File: config.mk
export PLATFORM = sky130hd
export DESIGN_NAME = centipede_io_top
export DESIGN_NICKNAME = d
export VERILOG_FILES = /design/src/common/centipede_io_pkg.sv /design/src/logic/io_addr_decoder.sv /design/src/logic/input_read_mux.sv /design/src/logic/output_latch.sv /design/src/trackball/trackball_axis.sv /design/src/logic/centipede_io_top.sv
export VERILOG_INCLUDE_DIRS = /design/src /design/src/common
export SDC_FILE = /design/constraint.sdc
export NUM_CORES = 1
export LEC_CHECK = 0
export BUFFER_PORTS_ARGS = -buffer_cell sky130_fd_sc_hd__buf_2
export CAP_MARGIN = 10
export CORE_ASPECT_RATIO = 0.7
export CORE_MARGIN = 2
export CORE_UTILIZATION = 25
export CTS_BUF_LIST = sky130_fd_sc_hd__clkbuf_8
export DETAILED_ROUTE_END_ITERATION = 8
export PLACE_DENSITY = 0.46
export SLEW_MARGIN = 25
export SYNTH_ARGS = -nofsm -noshare
export SYNTH_HDL_FRONTEND = slang
export SYNTH_SLANG_ARGS = --single-unit
File: constraint.sdc
create_clock -name s_6mhz -period 2.2 [get_ports s_6mhz]
set_input_delay 0.33 -clock s_6mhz [delete_from_list [all_inputs] [get_ports s_6mhz]]
set_output_delay 0.33 -clock s_6mhz [all_outputs]
set_load 0.03 [all_outputs]
File: src/common/centipede_io_config.svh
// -----------------------------
// bus, trackball counter and
// synchronizer width defines for
// the centipede i/o board
// -----------------------------

`ifndef CENTIPEDE_IO_CONFIG_SVH
`define CENTIPEDE_IO_CONFIG_SVH

// cpu address bus as seen by the i/o board
// bits 13 to 10 select the region
`define CIO_ADDR_W 14

// cpu data bus
`define CIO_DATA_W 8

// mini-trackball up/down counter, one nibble per axis
`define CIO_TB_CTR_W 4

// flops between the trackball pins and the s_6mhz domain
// two is the minimum for metastability
`define CIO_SYNC_STAGES 2

`endif

File: src/common/centipede_io_pkg.sv
// -----------------------------
// bus types, region opcodes and
// trackball direction type
// -----------------------------

`include "centipede_io_config.svh"

package centipede_io_pkg;

   // cpu address, only the low 14 bits reach the i/o board
   typedef logic [`CIO_ADDR_W-1:0] cio_addr_t;

   // one byte on the cpu data bus
   typedef logic [`CIO_DATA_W-1:0] cio_data_t;

   // one trackball axis count
   typedef logic [`CIO_TB_CTR_W-1:0] tb_count_t;

   // i/o region opcode, same code as address bits 13..10
   // only the regions handled by this board get a name
   typedef enum logic [3:0]
   {
      // option switch banks sw1 / sw2
      REGION_SWITCH   = 4'd2,
      // player inputs, trackball counts, joystick
      REGION_INPUT    = 4'd3,
      // addressable output latch
      REGION_OUT0     = 4'd7,
      // clears both trackball counters
      REGION_STEERCLR = 4'd9,
      // rom, ram, playfield, pokey and the rest
      REGION_UNMAPPED = 4'd15
   } io_region_e;

   // direction latched on each trackball clock edge
   typedef enum logic
   {
      TB_DOWN = 1'b0,
      TB_UP   = 1'b1
   } tb_dir_e;

endpackage

File: src/logic/io_addr_decoder.sv
// -----------------------------
// address decoder for the i/o
// regions and the write strobes
// -----------------------------

`timescale 1ns/1ps

`include "centipede_io_config.svh"

module io_addr_decoder
   import centipede_io_pkg::*;
(
   input  logic       s_6mhz,
   input  logic       reset,
   input  cio_addr_t  addr_i,
   input  logic       rd_i,
   input  logic       wr_i,
   output io_region_e region_o,
   output logic       latch_we_o,
   output logic       steer_clr_o
);

   // region select field, top four address bits
   logic [3:0] region_bits;

   assign region_bits = addr_i[`CIO_ADDR_W-1 -: 4];

   // one-hot decode of the old 74ls42 reduced to the four live regions
   always_comb
   begin
      case (region_bits)
         4'd2:    region_o = REGION_SWITCH;
         4'd3:    region_o = REGION_INPUT;
         4'd7:    region_o = REGION_OUT0;
         4'd9:    region_o = REGION_STEERCLR;
         default: region_o = REGION_UNMAPPED;
      endcase
   end

   // write strobes, qualified by the bus write
   // reads of these regions are harmless and return zero
   assign latch_we_o  = wr_i && (region_o == REGION_OUT0);
   assign steer_clr_o = wr_i && (region_o == REGION_STEERCLR);

   // the 6502 drives only one direction per bus cycle
   a_rd_wr_excl : assert property (
      @(posedge s_6mhz) disable iff (reset)
      !(rd_i && wr_i)
   );

endmodule

File: src/logic/input_read_mux.sv
// -----------------------------
// cpu read data mux for switches,
// player inputs, joystick and
// trackball counts
// -----------------------------

`timescale 1ns/1ps

module input_read_mux
   import centipede_io_pkg::*;
(
   input  logic       s_6mhz,
   input  logic       reset,
   input  logic       rd_i,
   input  io_region_e region_i,
   input  cio_addr_t  addr_i,
   input  cio_data_t  sw1_i,
   input  cio_data_t  sw2_i,
   input  logic [9:0] player_i,
   input  cio_data_t  joystick_i,
   input  logic       vblank_i,
   input  tb_count_t  h_count_i,
   input  tb_count_t  v_count_i,
   input  tb_dir_e    h_dir_i,
   input  tb_dir_e    v_dir_i,
   output cio_data_t  rdata_o,
   output logic       rdata_valid_o
);

   // byte selected for the current address, before the register
   cio_data_t rd_byte;

   // in0 low byte: trackball h, vblank, self test, cocktail
   cio_data_t in0_lo;
   // in0 high byte: coins, slam, fire and start buttons
   cio_data_t in0_hi;
   // in1 low byte: trackball v with its direction
   cio_data_t in1_lo;

   assign in0_lo = {h_dir_i, vblank_i, player_i[6], player_i[5], h_count_i};

   // coin r/c/l, slam, fire2, fire1, start2, start1
   assign in0_hi = {player_i[9], player_i[8], player_i[7], player_i[4],
                    player_i[1], player_i[0], player_i[3], player_i[2]};

   assign in1_lo = {v_dir_i, 3'b000, v_count_i};

   always_comb
   begin
      case (region_i)
         // a0 picks the bank
         REGION_SWITCH:
            rd_byte = addr_i[0] ? sw2_i : sw1_i;
         // a1 picks in0 or in1, a0 the byte
         REGION_INPUT:
            case (addr_i[1:0])
               2'b00:   rd_byte = in0_lo;
               2'b01:   rd_byte = in0_hi;
               2'b10:   rd_byte = in1_lo;
               default: rd_byte = joystick_i;
            endcase
         // write-only regions and everything unmapped read as zero
         default:
            rd_byte = '0;
      endcase
   end

   // one cycle read latency, data holds until the next read
   always_ff @(posedge s_6mhz or posedge reset)
   begin
      if (reset)
      begin
         rdata_o       <= '0;
         rdata_valid_o <= 1'b0;
      end
      else
      begin
         rdata_valid_o <= rd_i;
         if (rd_i)
            rdata_o <= rd_byte;
      end
   end

   // valid only ever follows a read strobe by one cycle
   a_valid_after_rd : assert property (
      @(posedge s_6mhz) disable iff (reset)
      rdata_valid_o |-> $past(rd_i)
   );

endmodule

File: src/logic/output_latch.sv
// -----------------------------
// eight bit addressable latch for
// flip, leds and coin counters
// -----------------------------

`timescale 1ns/1ps

module output_latch
   import centipede_io_pkg::*;
(
   input  logic       s_6mhz,
   input  logic       reset,
   input  logic       we_i,
   input  logic [2:0] bit_sel_i,
   input  logic       bit_i,
   output logic       flip_o,
   output logic [4:1] led_o,
   output logic [2:0] coin_ctr_o
);

   // 9334-style latch, one bit written per cpu store
   cio_data_t latch_q;

   // only the addressed bit changes, the rest hold
   always_ff @(posedge s_6mhz or posedge reset)
   begin
      if (reset)
      begin
         latch_q <= '0;
      end
      else if (we_i)
      begin
         latch_q[bit_sel_i] <= bit_i;
      end
   end

   // bit 7 flips the screen for cocktail play
   // and swaps the trackball player
   assign flip_o = latch_q[7];

   // start button lamps
   assign led_o[4] = latch_q[6];
   assign led_o[3] = latch_q[5];
   assign led_o[2] = latch_q[4];
   assign led_o[1] = latch_q[3];

   // coin counter drives: right, center, left
   assign coin_ctr_o = latch_q[2:0];

endmodule

File: src/trackball/trackball_axis.sv
// -----------------------------
// one mini-trackball axis with
// player select, synchronizer and
// up/down counter
// -----------------------------

`timescale 1ns/1ps

`include "centipede_io_config.svh"

module trackball_axis
   import centipede_io_pkg::*;
(
   input  logic      s_6mhz,
   input  logic      reset,
   input  logic      flip_i,
   input  logic      p1_clk_i,
   input  logic      p1_dir_i,
   input  logic      p2_clk_i,
   input  logic      p2_dir_i,
   input  logic      clear_i,
   output tb_count_t count_o,
   output tb_dir_e   dir_o
);

   localparam int SYNC_MSB = `CIO_SYNC_STAGES - 1;

   // selected player's raw trackball lines
   logic clk_sel;
   logic dir_sel;

   // synchronizer chains, bit 0 is the first flop
   logic [SYNC_MSB:0] clk_sync;
   logic [SYNC_MSB:0] dir_sync;

   // previous synchronized clock for the edge detect
   logic clk_prev;
   logic clk_rise;

   tb_dir_e   dir_q;
   tb_count_t count_q;

   // cocktail: flip high hands the trackball to player 1
   assign clk_sel = flip_i ? p1_clk_i : p2_clk_i;
   assign dir_sel = flip_i ? p1_dir_i : p2_dir_i;

   // clock and direction share the same depth so they stay aligned
   always_ff @(posedge s_6mhz or posedge reset)
   begin
      if (reset)
      begin
         clk_sync <= '0;
         dir_sync <= '0;
         clk_prev <= 1'b0;
      end
      else
      begin
         clk_sync <= {clk_sync[SYNC_MSB-1:0], clk_sel};
         dir_sync <= {dir_sync[SYNC_MSB-1:0], dir_sel};
         clk_prev <= clk_sync[SYNC_MSB];
      end
   end

   assign clk_rise = clk_sync[SYNC_MSB] && !clk_prev;

   // direction is captured on the edge and used for that same step
   // steering clear wins over a count in the same cycle
   always_ff @(posedge s_6mhz or posedge reset)
   begin
      if (reset)
      begin
         dir_q   <= TB_DOWN;
         count_q <= '0;
      end
      else
      begin
         if (clk_rise)
            dir_q <= tb_dir_e'(dir_sync[SYNC_MSB]);
         if (clear_i)
            count_q <= '0;
         else if (clk_rise)
            count_q <= dir_sync[SYNC_MSB] ? count_q + tb_count_t'(1)
                                          : count_q - tb_count_t'(1);
      end
   end

   assign count_o = count_q;
   assign dir_o   = dir_q;

   // the count only moves on a trackball edge or a steering clear
   a_count_stable : assert property (
      @(posedge s_6mhz) disable iff (reset)
      (!clk_rise && !clear_i) |=> $stable(count_q)
   );

endmodule

File: src/logic/centipede_io_top.sv
// -----------------------------
// centipede i/o board top level,
// decoder, read mux, output latch
// and two trackball axes
// -----------------------------

`timescale 1ns/1ps

module centipede_io_top
   import centipede_io_pkg::*;
(
   input  logic       s_6mhz,
   input  logic       reset,
   // cpu bus
   input  cio_addr_t  addr_i,
   input  cio_data_t  wdata_i,
   input  logic       rd_i,
   input  logic       wr_i,
   // cabinet inputs
   input  cio_data_t  sw1_i,
   input  cio_data_t  sw2_i,
   input  logic [9:0] player_i,
   input  cio_data_t  joystick_i,
   input  logic [7:0] trakball_i,
   input  logic       vblank_i,
   // read return
   output cio_data_t  rdata_o,
   output logic       rdata_valid_o,
   // cabinet outputs
   output logic       flip_o,
   output logic [4:1] led_o,
   output logic [2:0] coin_ctr_o
);

   io_region_e region;
   logic       latch_we;
   logic       steer_clr;

   // trackball results into the read mux
   tb_count_t  h_count;
   tb_count_t  v_count;
   tb_dir_e    h_dir;
   tb_dir_e    v_dir;

   io_addr_decoder u_decoder (
      .s_6mhz      (s_6mhz),
      .reset       (reset),
      .addr_i      (addr_i),
      .rd_i        (rd_i),
      .wr_i        (wr_i),
      .region_o    (region),
      .latch_we_o  (latch_we),
      .steer_clr_o (steer_clr)
   );

   input_read_mux u_read_mux (
      .s_6mhz        (s_6mhz),
      .reset         (reset),
      .rd_i          (rd_i),
      .region_i      (region),
      .addr_i        (addr_i),
      .sw1_i         (sw1_i),
      .sw2_i         (sw2_i),
      .player_i      (player_i),
      .joystick_i    (joystick_i),
      .vblank_i      (vblank_i),
      .h_count_i     (h_count),
      .v_count_i     (v_count),
      .h_dir_i       (h_dir),
      .v_dir_i       (v_dir),
      .rdata_o       (rdata_o),
      .rdata_valid_o (rdata_valid_o)
   );

   // a2..a0 address the latch bit, d7 is the value
   output_latch u_latch (
      .s_6mhz     (s_6mhz),
      .reset      (reset),
      .we_i       (latch_we),
      .bit_sel_i  (addr_i[2:0]),
      .bit_i      (wdata_i[7]),
      .flip_o     (flip_o),
      .led_o      (led_o),
      .coin_ctr_o (coin_ctr_o)
   );

   // horizontal: dir on 7/6, clock on 5/4 for player 1/2
   trackball_axis axis_h (
      .s_6mhz   (s_6mhz),
      .reset    (reset),
      .flip_i   (flip_o),
      .p1_clk_i (trakball_i[5]),
      .p1_dir_i (trakball_i[7]),
      .p2_clk_i (trakball_i[4]),
      .p2_dir_i (trakball_i[6]),
      .clear_i  (steer_clr),
      .count_o  (h_count),
      .dir_o    (h_dir)
   );

   // vertical: dir on 3/2, clock on 1/0 for player 1/2
   trackball_axis axis_v (
      .s_6mhz   (s_6mhz),
      .reset    (reset),
      .flip_i   (flip_o),
      .p1_clk_i (trakball_i[1]),
      .p1_dir_i (trakball_i[3]),
      .p2_clk_i (trakball_i[0]),
      .p2_dir_i (trakball_i[2]),
      .clear_i  (steer_clr),
      .count_o  (v_count),
      .dir_o    (v_dir)
   );

endmodule

Word level (Yosys, flattened, before mapping)
Index checks and enable logic that the tools add are counted.
{"block": "totals", "word_cells": 56, "register_bits": 37}
{"block": "classes", "order_cmp": 2, "n_addsub": 4, "n_reduce_logical": 10, "muxes": 17, "eq_ne": 10}
{"operator": "4-bit 2-to-1 mux", "count": 6}
{"operator": "8-bit one-hot mux with 3 select lines", "count": 1}
{"operator": "4-bit by 2-bit == test with 1-bit output, second input constant", "count": 4}
{"operator": "4-bit one-hot mux with 4 select lines", "count": 1}
{"operator": "8-bit one-hot mux with 2 select lines", "count": 1}
{"operator": "4-bit by 1-bit adder with 4-bit output, second input constant", "count": 2}
{"operator": "8-bit bitwise mux", "count": 1}
{"operator": "4-bit by 3-bit == test with 1-bit output, second input constant", "count": 2}
{"operator": "4-bit == test, second input constant", "count": 2}
{"operator": "8-bit 2-to-1 mux", "count": 1}
{"operator": "4-bit by 1-bit subtractor with 4-bit output, second input constant", "count": 2}
{"operator": "1-bit logical AND", "count": 5}
{"operator": "1-bit 2-to-1 mux", "count": 5}
{"operator": "3-bit by 4-bit less-than comparator with 1-bit output, second input constant", "count": 1}
{"operator": "2-bit nonzero test", "count": 2}
{"operator": "1-bit demux with 3-bit select", "count": 1}
{"operator": "3-bit by 1-bit >= comparator with 1-bit output, second input constant", "count": 1}
{"operator": "2-bit by 1-bit == test with 1-bit output, second input constant", "count": 1}
{"operator": "2-bit == test, second input constant", "count": 1}
{"operator": "1-bit logical NOT", "count": 2}
{"operator": "2-bit logical NOT", "count": 1}

Longest topological paths before layout
Gate-level depths: netlist of the first run.
{"block": "depth", "depth_word": 5, "depth_mapped": 6, "ltp_nobuf": 6}

Cells and area by module
A second synthesis of the first run with hierarchy kept.
{"block": "hier_totals", "hier_cells": 180, "hier_area_um2": 2110.8}
{"mod": "trackball_axis", "seq_area_each_um2": 250.2, "instances": 2, "cells_per_inst": 38, "area_per_inst_um2": 454.2}
{"mod": "input_read_mux", "seq_area_each_um2": 225.2, "instances": 1, "cells_per_inst": 69, "area_per_inst_um2": 745.7}
{"mod": "output_latch", "seq_area_each_um2": 200.2, "instances": 1, "cells_per_inst": 25, "area_per_inst_um2": 390.4}
{"mod": "io_addr_decoder", "seq_area_each_um2": 0.0, "instances": 1, "cells_per_inst": 10, "area_per_inst_um2": 66.3}

Worst setup path before layout of the first run
No wires, ideal clock.
{"block": "synth_path", "kind": "register to register", "start": "register axis_v.dir_sync[1]", "end": "register axis_v.count_q[3], in the netlist axis_v.count_o[3]", "period_less_slack_ns": 1.641, "setup_time_ns": 0.125, "setup_slack_ns": 0.559, "path_stages_with_launch": 7, "arrival_ns": 1.517, "cell_sequence": "dfrtp_1 inv_1 ha_1 a21oi_1 and3_1 o21a_1 mux2_2"}
{"block": "synth_between", "elab_chain_cells": 3}
{"item": "from (decl)", "line": "trackball_axis.sv:34", "source": "logic [SYNC_MSB:0] dir_sync;"}
{"item": "from (signal assigned)", "line": "trackball_axis.sv:59", "source": "dir_sync <= {dir_sync[SYNC_MSB-1:0], dir_sel};"}
{"item": "4-bit 2-to-1 mux", "line": "trackball_axis.sv:82", "source": "count_q <= dir_sync[SYNC_MSB] ? count_q + tb_count_t'(1)"}
{"item": "4-bit 2-to-1 mux", "line": "trackball_axis.sv:81", "source": "else if (clk_rise)"}
{"item": "4-bit 2-to-1 mux", "line": "trackball_axis.sv:79", "source": "if (clear_i)"}
{"item": "to (signal assigned)", "line": "trackball_axis.sv:82"}
{"item": "to (decl)", "line": "trackball_axis.sv:41", "source": "tb_count_t count_q;"}
No other way between the ends. The select of a mux whose other input is x is not followed.
A chain may end at the register's enable or synchronous reset.

Worst setup path in the final report of the first run
Same ends and word-level chain as after synthesis.

==> out/results.ini, run 1 <==
[status]
outcome=completed

[clock_network]
cts_sinks=37
htree_num_levels=2
cts_tree=yes
ctsHoldBuffers=0
post-cts-setup-buffers=0
clock_path_buffers=2
cts_resized=0
cts-buffers-inserted=5
cts_root_buffer=clkbuf_8
clk_pin_slew_worst_paths_ns=0.07
insertion_delay_ns=0.28

[critical_path]
crit_path_end_kind=register
critical_path_arrival_ns=1.91
cpMaxStageDelayCell=dfrtp_1
cp-start-kind=register
critPathBufInv=1
critPathMaxStageDelay_ns=0.39
path_class=register to register
cp.depth=6
path_cells=inv_1, ha_1, a21oi_1, and3_1, o21a_1, mux2_2
rr_worst_depth=6
path_max_fanout=4
rrSetupSlack_ns=0.46
crit_family=flip-flops
crit_required_ns=2.37

[timing]
finalSetupViolCount=0
setup_tns_ns=0
rsz0062_at_grt=false
layout_min_cycle_time_ns=1.74
finalMaxSlewViolations=0
period_share_pct=79.2
slew_headroom_pct=62.7
fin_ws_ns=0.457
hold_violations=0
tightest_slew_ns=0.559
max_freq_mhz=574
fin_skew_ns=0.00202

[power]
ir_drop_mv=0.251
seqPwrFrac_pct=46.1
internal_power_w=0.00134
power_frac_comb_pct=29.4
power.leakage_nw=1.25
p_sw_share_pct=31.4
power_switching_w=0.000611
powerDensity_mw_per_mm2=775
clockPowerShare_pct=24.5

[layout]
seqCellArea_um2=926
diodes=0
syn_to_final_growth_pct=27.6
drive_above_1_share_pct=42.1
num-fill-cells=796
final_common_cell=buf_2
final_cell_mix=buf_2, dfrtp_1, nor2_1, inv_1, mux2_2
multiInputGateArea_um2=950
final_nets=315
finish.utilization_pct=32.5

[synth]
ys_ff_latch=37
synth_cell_types=34
synth_cells=169
syn_area_per_cell_um2=11.6
ys_seq_area_share_pct=47.0
syn_area_mm2=0.00197
yosysWarnings=0
syn_nets=244

[min_path]
hold_class=input port to asynchronous set/reset pin

[die]
die_width_um=110
die_h_um=78.2
core_area_mm2=0.00774
rows=27
ioPinCount=86
die_area_mm2=0.00861
start_util_pct=25.4

[drt]
drtIter0Drc=56
drc=0
drt-total-wl_um=4630
num_vias=1501
ant_nets=0
wl_per_cell_um=13.6
via_per_inst=4.40
dr.pass1.iters=4

[placement]
dp_hpwl_um=3470
io_buffers=71
globalplace.congestion=0.703
place_ws_ns=0.433

[global_route]
grt_max_degree=38
grt_usage_pct=11.7
overflow=0
grt_pass1_vias=1557
antenna_found_initial=0
grt_pass1_wl_um=7760

[run]
drv_cap=0

[layout make-up]
type | count | area share, %
tap | 101 | 5.03
timing repair buffer | 74 | 15.0
clock inverter | 1 | 0.149
multi-input combinational | 110 | 37.8
sequential | 37 | 36.9
inverter | 12 | 1.79
clock buffer | 6 | 3.29
[flip-flops by register name, summed over array words and instances, names as in the netlist]
signal,flops
axis_h.clk_prev,1
u_read_mux.rdata_valid_o,1
axis_v.dir_o,1
axis_h.clk_sync,2
axis_h.dir_sync,2
u_latch.latch_q,8
axis_v.dir_sync,2
axis_v.clk_prev,1
axis_h.count_o,4
axis_v.count_o,4
u_read_mux.rdata_o,8
axis_h.dir_o,1
axis_v.clk_sync,2
[path summary, 6_finish.rpt]
| check | startpoint | end |
|---|---|---|
| worst max-delay path | axis_v.dir_sync[1] | axis_v.count_o[3] |
| worst min-delay path | reset | u_latch.latch_q[1] |
| worst max register to register | axis_v.dir_sync[1] | axis_v.count_o[3] |
| worst min register to register | axis_v.clk_sync[0] | axis_v.clk_sync[1] |
| max in group asynchronous | reset | axis_h.count_o[1] |
| min in group s_6mhz | rd_i | u_read_mux.rdata_valid_o |
[cell usage after synthesis]
cell type  count  area (um2)
buf_2          8        40.0
o21a_1         1        7.51
a211oi_1       1        7.51
nand3b_1       3        22.5
ha_1           4        50.1
and2_4         1        8.76
mux2_2        12         135
a21oi_1        7        35.0
and4b_1        1        10.0
and3_1         2        12.5
inv_1         12        45.0
or3b_1         1        8.76
a22oi_1        3        22.5
nor2b_1        3        18.8
o21bai_1       1        7.51
mux2_1         5        56.3
o221ai_1       8        70.1
clkbuf_1       2        7.51
nor3_1         1        5.00
mux2i_1        9        90.1
xor2_1         1        8.76
xnor2_1        3        26.3
and4_4         1        11.3
and3b_1        1        8.76
mux4_2         5         113
fa_1           2        40.0
nand2b_1       5        31.3
nor3b_1        1        7.51
nand3_1        8        40.0
nand2_1        5        18.8
nor2_1        13        48.8
nand4b_2       1        15.0
dfrtp_1       37         926
nor3b_2        1        12.5
[logic make-up after synthesis]
group,synth area share [%]
simple gates,14.2
flops,47.0
mux,20.0
buf+inv,4.70
compound gates,7.63
fa+ha+maj,4.58
xor+xnor,1.78
[metrics by stage]
| stage | hold WS [ns] | power [W] | area [um2] | std cells |
|---|---|---|---|---|
| floorplan | 0.331 | 0.00132 | 1970 | 169 |
| global route | 0.197 | 0.00211 | 2510 | 341 |
| global placement | 0.335 | 0.00149 | 2420 | 334 |
| CTS | 0.164 | 0.00198 | 2510 | 341 |
| detailed placement | 0.342 | 0.00149 | 2420 | 334 |
| finish | 0.141 | 0.00195 | 2510 | 341 |
[worst register-to-register path, stage by stage (launching register included)]
cell     delay (ns)
dfrtp_1        0.39
inv_1          0.10
ha_1           0.34
a21oi_1        0.19
and3_1         0.17
o21a_1         0.11
mux2_2         0.32
[routing by layer]
| layer | global-route usage, % | wire (um) | vias to the layer above |
|---|---|---|---|
| li1 | - | - | 742 |
| met5 | 0 | 0 | - |
| met4 | 2.66 | 23 | 0 |
| met2 | 16.2 | 1920 | 39 |
| met1 | 17.9 | 2430 | 716 |
| met3 | 3.24 | 254 | 4 |
[power groups by stage]
stage	Clock [W]	Sequential [W]	Combinational [W]
2_1_floorplan	0	0.000912	0.000406
3_3_place_gp	0	0.000910	0.000575
3_5_place_dp	0	0.000910	0.000581
4_1_cts	0.000503	0.000895	0.000585
5_1_grt	0.000533	0.000919	0.000654
6_report	0.000477	0.000897	0.000573
(Power assumes the default switching activity.)
==> run 2, diff against run 1 <==
==> constraint.sdc (replaced) <==
create_clock -name s_6mhz -period 1.83 [get_ports s_6mhz]
set_input_delay 0.2745 -clock s_6mhz [delete_from_list [all_inputs] [get_ports s_6mhz]]
set_output_delay 0.2745 -clock s_6mhz [all_outputs]
set_load 0.03 [all_outputs]
==> run 2 against run 1 <==
Against the previous run:
- hold slack worse by 0.047 ns
- critical path type unchanged
- critical path depth stayed put
- via count hardly changed
- sequential cell count stayed put
- cell count is 1.5% higher
==> out/results.ini, run 2 (synthesis results as in run 1) <==
[die]
core_area_mm2=0.00774  ; unchanged
die_width_um=110  ; unchanged
die_h_um=78.2  ; unchanged
ioPinCount=86  ; unchanged
rows=27  ; unchanged
die_area_mm2=0.00861  ; unchanged
start_util_pct=25.4  ; unchanged

[clock_network]
cts_sinks=37  ; unchanged
ctsHoldBuffers=0  ; unchanged
cts_tree=yes
clk_pin_slew_worst_paths_ns=0.07  ; about the same
insertion_delay_ns=0.28  ; about the same
cts_root_buffer=clkbuf_8
clock_path_buffers=2  ; unchanged
htree_num_levels=2  ; unchanged
cts-buffers-inserted=5  ; unchanged

[layout]
diodes=0  ; unchanged
final_cell_mix=buf_2, dfrtp_1, nor2_1, inv_1, mux2_2
drive_above_1_share_pct=43.7  ; +1.6 points
final_nets=320  ; +1.6%
final_common_cell=buf_2
finish.utilization_pct=33.0  ; +0.53 points
syn_to_final_growth_pct=29.7
largestRegisters=u_latch.latch_q (8), u_read_mux.rdata_o (8)
stdcell_count=346  ; +1.5%

[timing]
setup_tns_ns=0  ; unchanged
holdWs_ns=0.0949  ; -0.0465 ns
finalSetupViolCount=0  ; unchanged
hold_violations=0  ; unchanged
fin_skew_ns=0.00442  ; +0.00240 ns
finalMaxSlewViolations=0  ; unchanged
max_freq_mhz=580  ; +1.1%
fin_ws_ns=0.106  ; -0.351 ns
rsz0062_at_grt=false
period_share_pct=94.2  ; +15 points
tightest_slew_ns=0.486  ; -0.0734 ns
layout_min_cycle_time_ns=1.72  ; -0.0192 ns
slew_headroom_pct=67.6  ; +4.9 points

[global_route]
antenna_found_initial=0  ; unchanged
grt_pass1_vias=1509  ; -3.1%
overflow=0  ; unchanged
grt_usage_pct=11.2  ; -0.54 points
grt_max_degree=38  ; unchanged
grt_pass1_wl_um=7390  ; -4.8%

[placement]
globalplace.congestion=0.718  ; +2.1%
dpl.cell_count=338  ; +1.2%
place_ws_ns=0.0989  ; -0.335 ns
io_buffers=71  ; unchanged
dp_hpwl_um=3620  ; +4.4%

[critical_path]
path_max_fanout=4  ; unchanged
crit_required_ns=2.00  ; -0.37 ns
crit_start=axis_v.dir_sync[1]
crit_path_end_kind=register
rrSetupSlack_ns=0.11  ; -0.35 ns
critical_path_arrival_ns=1.89  ; -0.02 ns
cp-start-kind=register
rr_worst_depth=6  ; unchanged
r2r_start=axis_v.dir_sync[1]
worst_r2r_endpoint=axis_v.count_o[3]
endpoint=axis_v.count_o[3]
path_class=register to register
path_cells=inv_1, ha_1, a21oi_1, and3_1, o21a_1, mux2_2
critPathMaxStageDelay_ns=0.39  ; about the same
cpMaxStageDelayCell=dfrtp_1

[drt]
drc=0  ; unchanged
ant_nets=0  ; unchanged
via_per_inst=4.34  ; -1.5%
wl_per_cell_um=13.6  ; +0.11%
drt-total-wl_um=4700  ; +1.6%
dr.pass1.iters=4  ; unchanged
drtIter0Drc=51  ; -8.9%
num_vias=1500  ; -0.067%

[power]
powerDensity_mw_per_mm2=924  ; +19%
ir_drop_mv=0.297  ; +18%
power.leakage_nw=1.27  ; +2.0%

[status]
outcome=completed

[min_path]
hold_class=input port to asynchronous set/reset pin

[run]
drv_cap=0  ; unchanged

run 2: changes by cell type in the layout (fill, tap and decap cells not counted), sizes merged:
cell | before | now
buf | 74 | 79
run 2: what timing repair did:
item,CTS,global route
setup endpoints to repair,0,1
buffers inserted,0,1
gates resized for setup,0,1
run 2: area by class of cell:
type	instances	area, um2
clock buffer	6	82.6
clock inverter	1	3.75
fill	814	5180
inverter	12	45.0
multi-input combinational	110	953
sequential	37	926
tap	101	126
timing repair buffer	79	415
run 2: metal layers:
metal,up-vias,global-route usage (%),part of all wire [%]
li1,757,-,-
met4,0,2.41,0.36
met3,2,3.74,6.4
met5,-,0,0
met1,705,16.5,52
met2,36,15.7,42
run 2: where the power goes:
part / switching [W] / internal, W
Clock: 0.000273 / 0.000293
Combinational: 0.000346 / 0.000368
Sequential: 0.000121 / 0.000956
run 2: worst min-delay path by stage:
stage,endpoint,slack [ns],cells past startpoint
after global routing,u_latch.latch_q[0],0.14,3
after floorplan,u_read_mux.rdata_valid_o,0.31,0
final,u_latch.latch_q[0],0.09,3
after detailed placement,axis_h.clk_sync[1],0.33,0
after global placement,axis_v.clk_sync[1],0.33,0
after CTS,u_latch.latch_q[0],0.11,3
run 2: stage by stage:
step           power (W)  area, um2
2_1_floorplan    0.00158       1970
4_1_cts          0.00239       2540
6_report         0.00236       2550
3_3_place_gp     0.00179       2450
3_5_place_dp     0.00180       2450
5_1_grt          0.00255       2550
run 2: critical path: cells and delay by family, from the launching register on:
family          cells  cell delay [ns]
mux                 1             0.32
simple gates        1             0.17
flops               1             0.39
buf+inv             1             0.10
compound gates      2             0.29
fa+ha+maj           1             0.34
==> run 3, diff against run 2 <==
--- a/config.mk
+++ b/config.mk
@@ -8,7 +8,6 @@
 export LEC_CHECK = 0
 export BUFFER_PORTS_ARGS = -buffer_cell sky130_fd_sc_hd__buf_2
 export CAP_MARGIN = 10
-export CORE_ASPECT_RATIO = 0.7
 export CORE_MARGIN = 2
 export CORE_UTILIZATION = 25
 export CTS_BUF_LIST = sky130_fd_sc_hd__clkbuf_8
==> run 3 against run 2 <==
Against the previous run:
- register-to-register slack better by 0.02 ns
- maximum frequency increased by 0.89%
- critical path depth is the same
- non-clock buffer count decreased by 1
- combinational power shrank 2%
- sequential share of layout area decreased by 0.11 points
- clock skew up 0.00060 ns
- hold slack worse by 0.0016 ns
- largest cell class unchanged
==> out/results.ini, run 3 (synthesis results as in run 1) <==
[status]
outcome=completed

[critical_path]
cp-start-kind=register
crit_path_end_kind=register
path_class=register to register
r2r_start=axis_h.dir_sync[1]
rr_worst_depth=6  ; unchanged
critical_path_arrival_ns=1.91  ; +0.02 ns
path_max_fanout=3  ; -1
crit_required_ns=2.03  ; +0.03 ns
worst_r2r_endpoint=axis_h.count_o[3]
rrSetupSlack_ns=0.12  ; +0.02 ns

[clock_network]
cts-buffers-inserted=5  ; unchanged
clk_pin_slew_worst_paths_ns=0.07  ; about the same
cts_tree=yes
insertion_delay_ns=0.28  ; about the same
cts_root_buffer=clkbuf_8
ctsHoldBuffers=0  ; unchanged
htree_num_levels=2  ; unchanged
clock_path_buffers=2  ; unchanged
cts_sinks=37  ; unchanged

[power]
ir_drop_mv=0.435  ; +47%
powerDensity_mw_per_mm2=952  ; +3.0%
power.leakage_nw=1.27  ; about the same

[global_route]
grt_usage_pct=10.8  ; -0.41 points
grt_pass1_wl_um=7250  ; -1.9%
grt_pass1_vias=1506  ; -0.20%
antenna_found_initial=0  ; unchanged
grt_max_degree=38  ; unchanged
overflow=0  ; unchanged

[drt]
drt-total-wl_um=4500  ; -4.4%
ant_nets=0  ; unchanged
via_per_inst=4.35  ; +0.27%
drc=0  ; unchanged
num_vias=1504  ; +0.27%
dr.pass1.iters=4  ; unchanged
wl_per_cell_um=13.0  ; -4.4%
drtIter0Drc=51  ; unchanged

[die]
die_area_mm2=0.00860  ; -0.14%
start_util_pct=25.6  ; +0.16 points
die_h_um=92.7  ; +19%
ioPinCount=86  ; unchanged
die_width_um=92.7  ; -16%
core_area_mm2=0.00769  ; -0.63%
rows=32  ; +19%

[timing]
hold_violations=0  ; unchanged
tightest_slew_ns=0.473  ; -0.0129 ns
period_share_pct=93.4  ; -0.84 points
finalSetupViolCount=0  ; unchanged
layout_min_cycle_time_ns=1.71  ; -0.0153 ns
fin_skew_ns=0.00502  ; +0.000599 ns
rsz0062_at_grt=false
slew_headroom_pct=68.5  ; +0.86 points
max_freq_mhz=585  ; +0.89%
finalMaxSlewViolations=0  ; unchanged
fin_ws_ns=0.121  ; +0.0153 ns
setup_tns_ns=0  ; unchanged

[placement]
globalplace.congestion=0.721  ; +0.36%
place_ws_ns=0.0761  ; -0.0228 ns
dp_hpwl_um=3460  ; -4.4%
io_buffers=71  ; unchanged

[layout]
largestRegisters=u_latch.latch_q (8), u_read_mux.rdata_o (8)
syn_to_final_growth_pct=30.1
drive_above_1_share_pct=43.4  ; -0.23 points
diodes=0  ; unchanged
num-fill-cells=804  ; -1.2%
final_cell_mix=buf_2, dfrtp_1, nor2_1
final_common_cell=buf_2
final_nets=319  ; -0.31%

[run]
drv_cap=0  ; unchanged

[min_path]
hold_class=input port to asynchronous set/reset pin

## run 3: cell count changes in the layout (fill, tap and decap cells not counted), sizes merged
cell	delta
clkbuf	-1
buf	-1
clkinv	+1
bufinv	+1
inv	-1
## run 3: repair_timing
action                                  4_1_cts  5_1_grt
resized for setup                             0        0
buffers inserted                              0        2
endpoints found under the setup margin        0        2
## run 3: worst max-delay path, stage by stage (launching register included)
cell,delay [ns]
dfrtp_1,0.38
inv_1,0.08
ha_1,0.35
a21oi_1,0.19
a21oi_1,0.11
or3b_1,0.38
a21oi_1,0.15
## run 3: power by group
group	switching, W	internal [W]	leakage (nW)
combinational	0.000338	0.000363	0.750
clock	0.000272	0.000396	0.0540
sequential	0.000111	0.000956	0.467
## run 3: per-layer routing
metal | share of wire (%) | vias up | GRT usage [%]
li1 | - | 752 | -
met1 | 48 | 703 | 14.3
met2 | 46 | 44 | 17.9
met3 | 5.0 | 5 | 2.52
met4 | 0.80 | 0 | 2.57
met5 | 0 | - | 0
## run 3: cell type report
type | instances | area, um2 | area share [%]
multi-input combinational | 110 | 950 | 37.1
clock buffer | 5 | 68.8 | 2.69
timing repair buffer | 78 | 408 | 15.9
tap | 102 | 128 | 4.99
sequential | 37 | 926 | 36.2
clock inverter | 2 | 35.0 | 1.37
inverter | 12 | 45.0 | 1.76
## run 3: worst max path at each step
stage | cells past startpoint | endpoint | startpoint | slack (ns)
floorplan | 6 | axis_v.count_o[3] | axis_v.dir_sync[1] | 0.19
global placement | 6 | axis_v.count_o[3] | axis_v.dir_sync[1] | 0.11
detailed placement | 6 | axis_v.count_o[3] | axis_v.dir_sync[1] | 0.08
CTS | 6 | axis_v.count_o[3] | axis_v.dir_sync[1] | 0.06
global route | 6 | axis_h.count_o[3] | axis_h.dir_sync[1] | 0.02
finish | 6 | axis_h.count_o[3] | axis_h.dir_sync[1] | 0.12
## run 3: stage by stage
stage	std cells	area [um2]	hold WS [ns]	utilization, %	power [W]
floorplan	169	1970	0.306	-	0.00158
global placement	337	2440	0.335	31.8	0.00177
detailed placement	337	2440	0.335	31.8	0.00179
CTS	344	2540	0.111	33.1	0.00248
global route	346	2560	0.171	33.3	0.00260
finish	346	2560	0.0933	33.3	0.00244
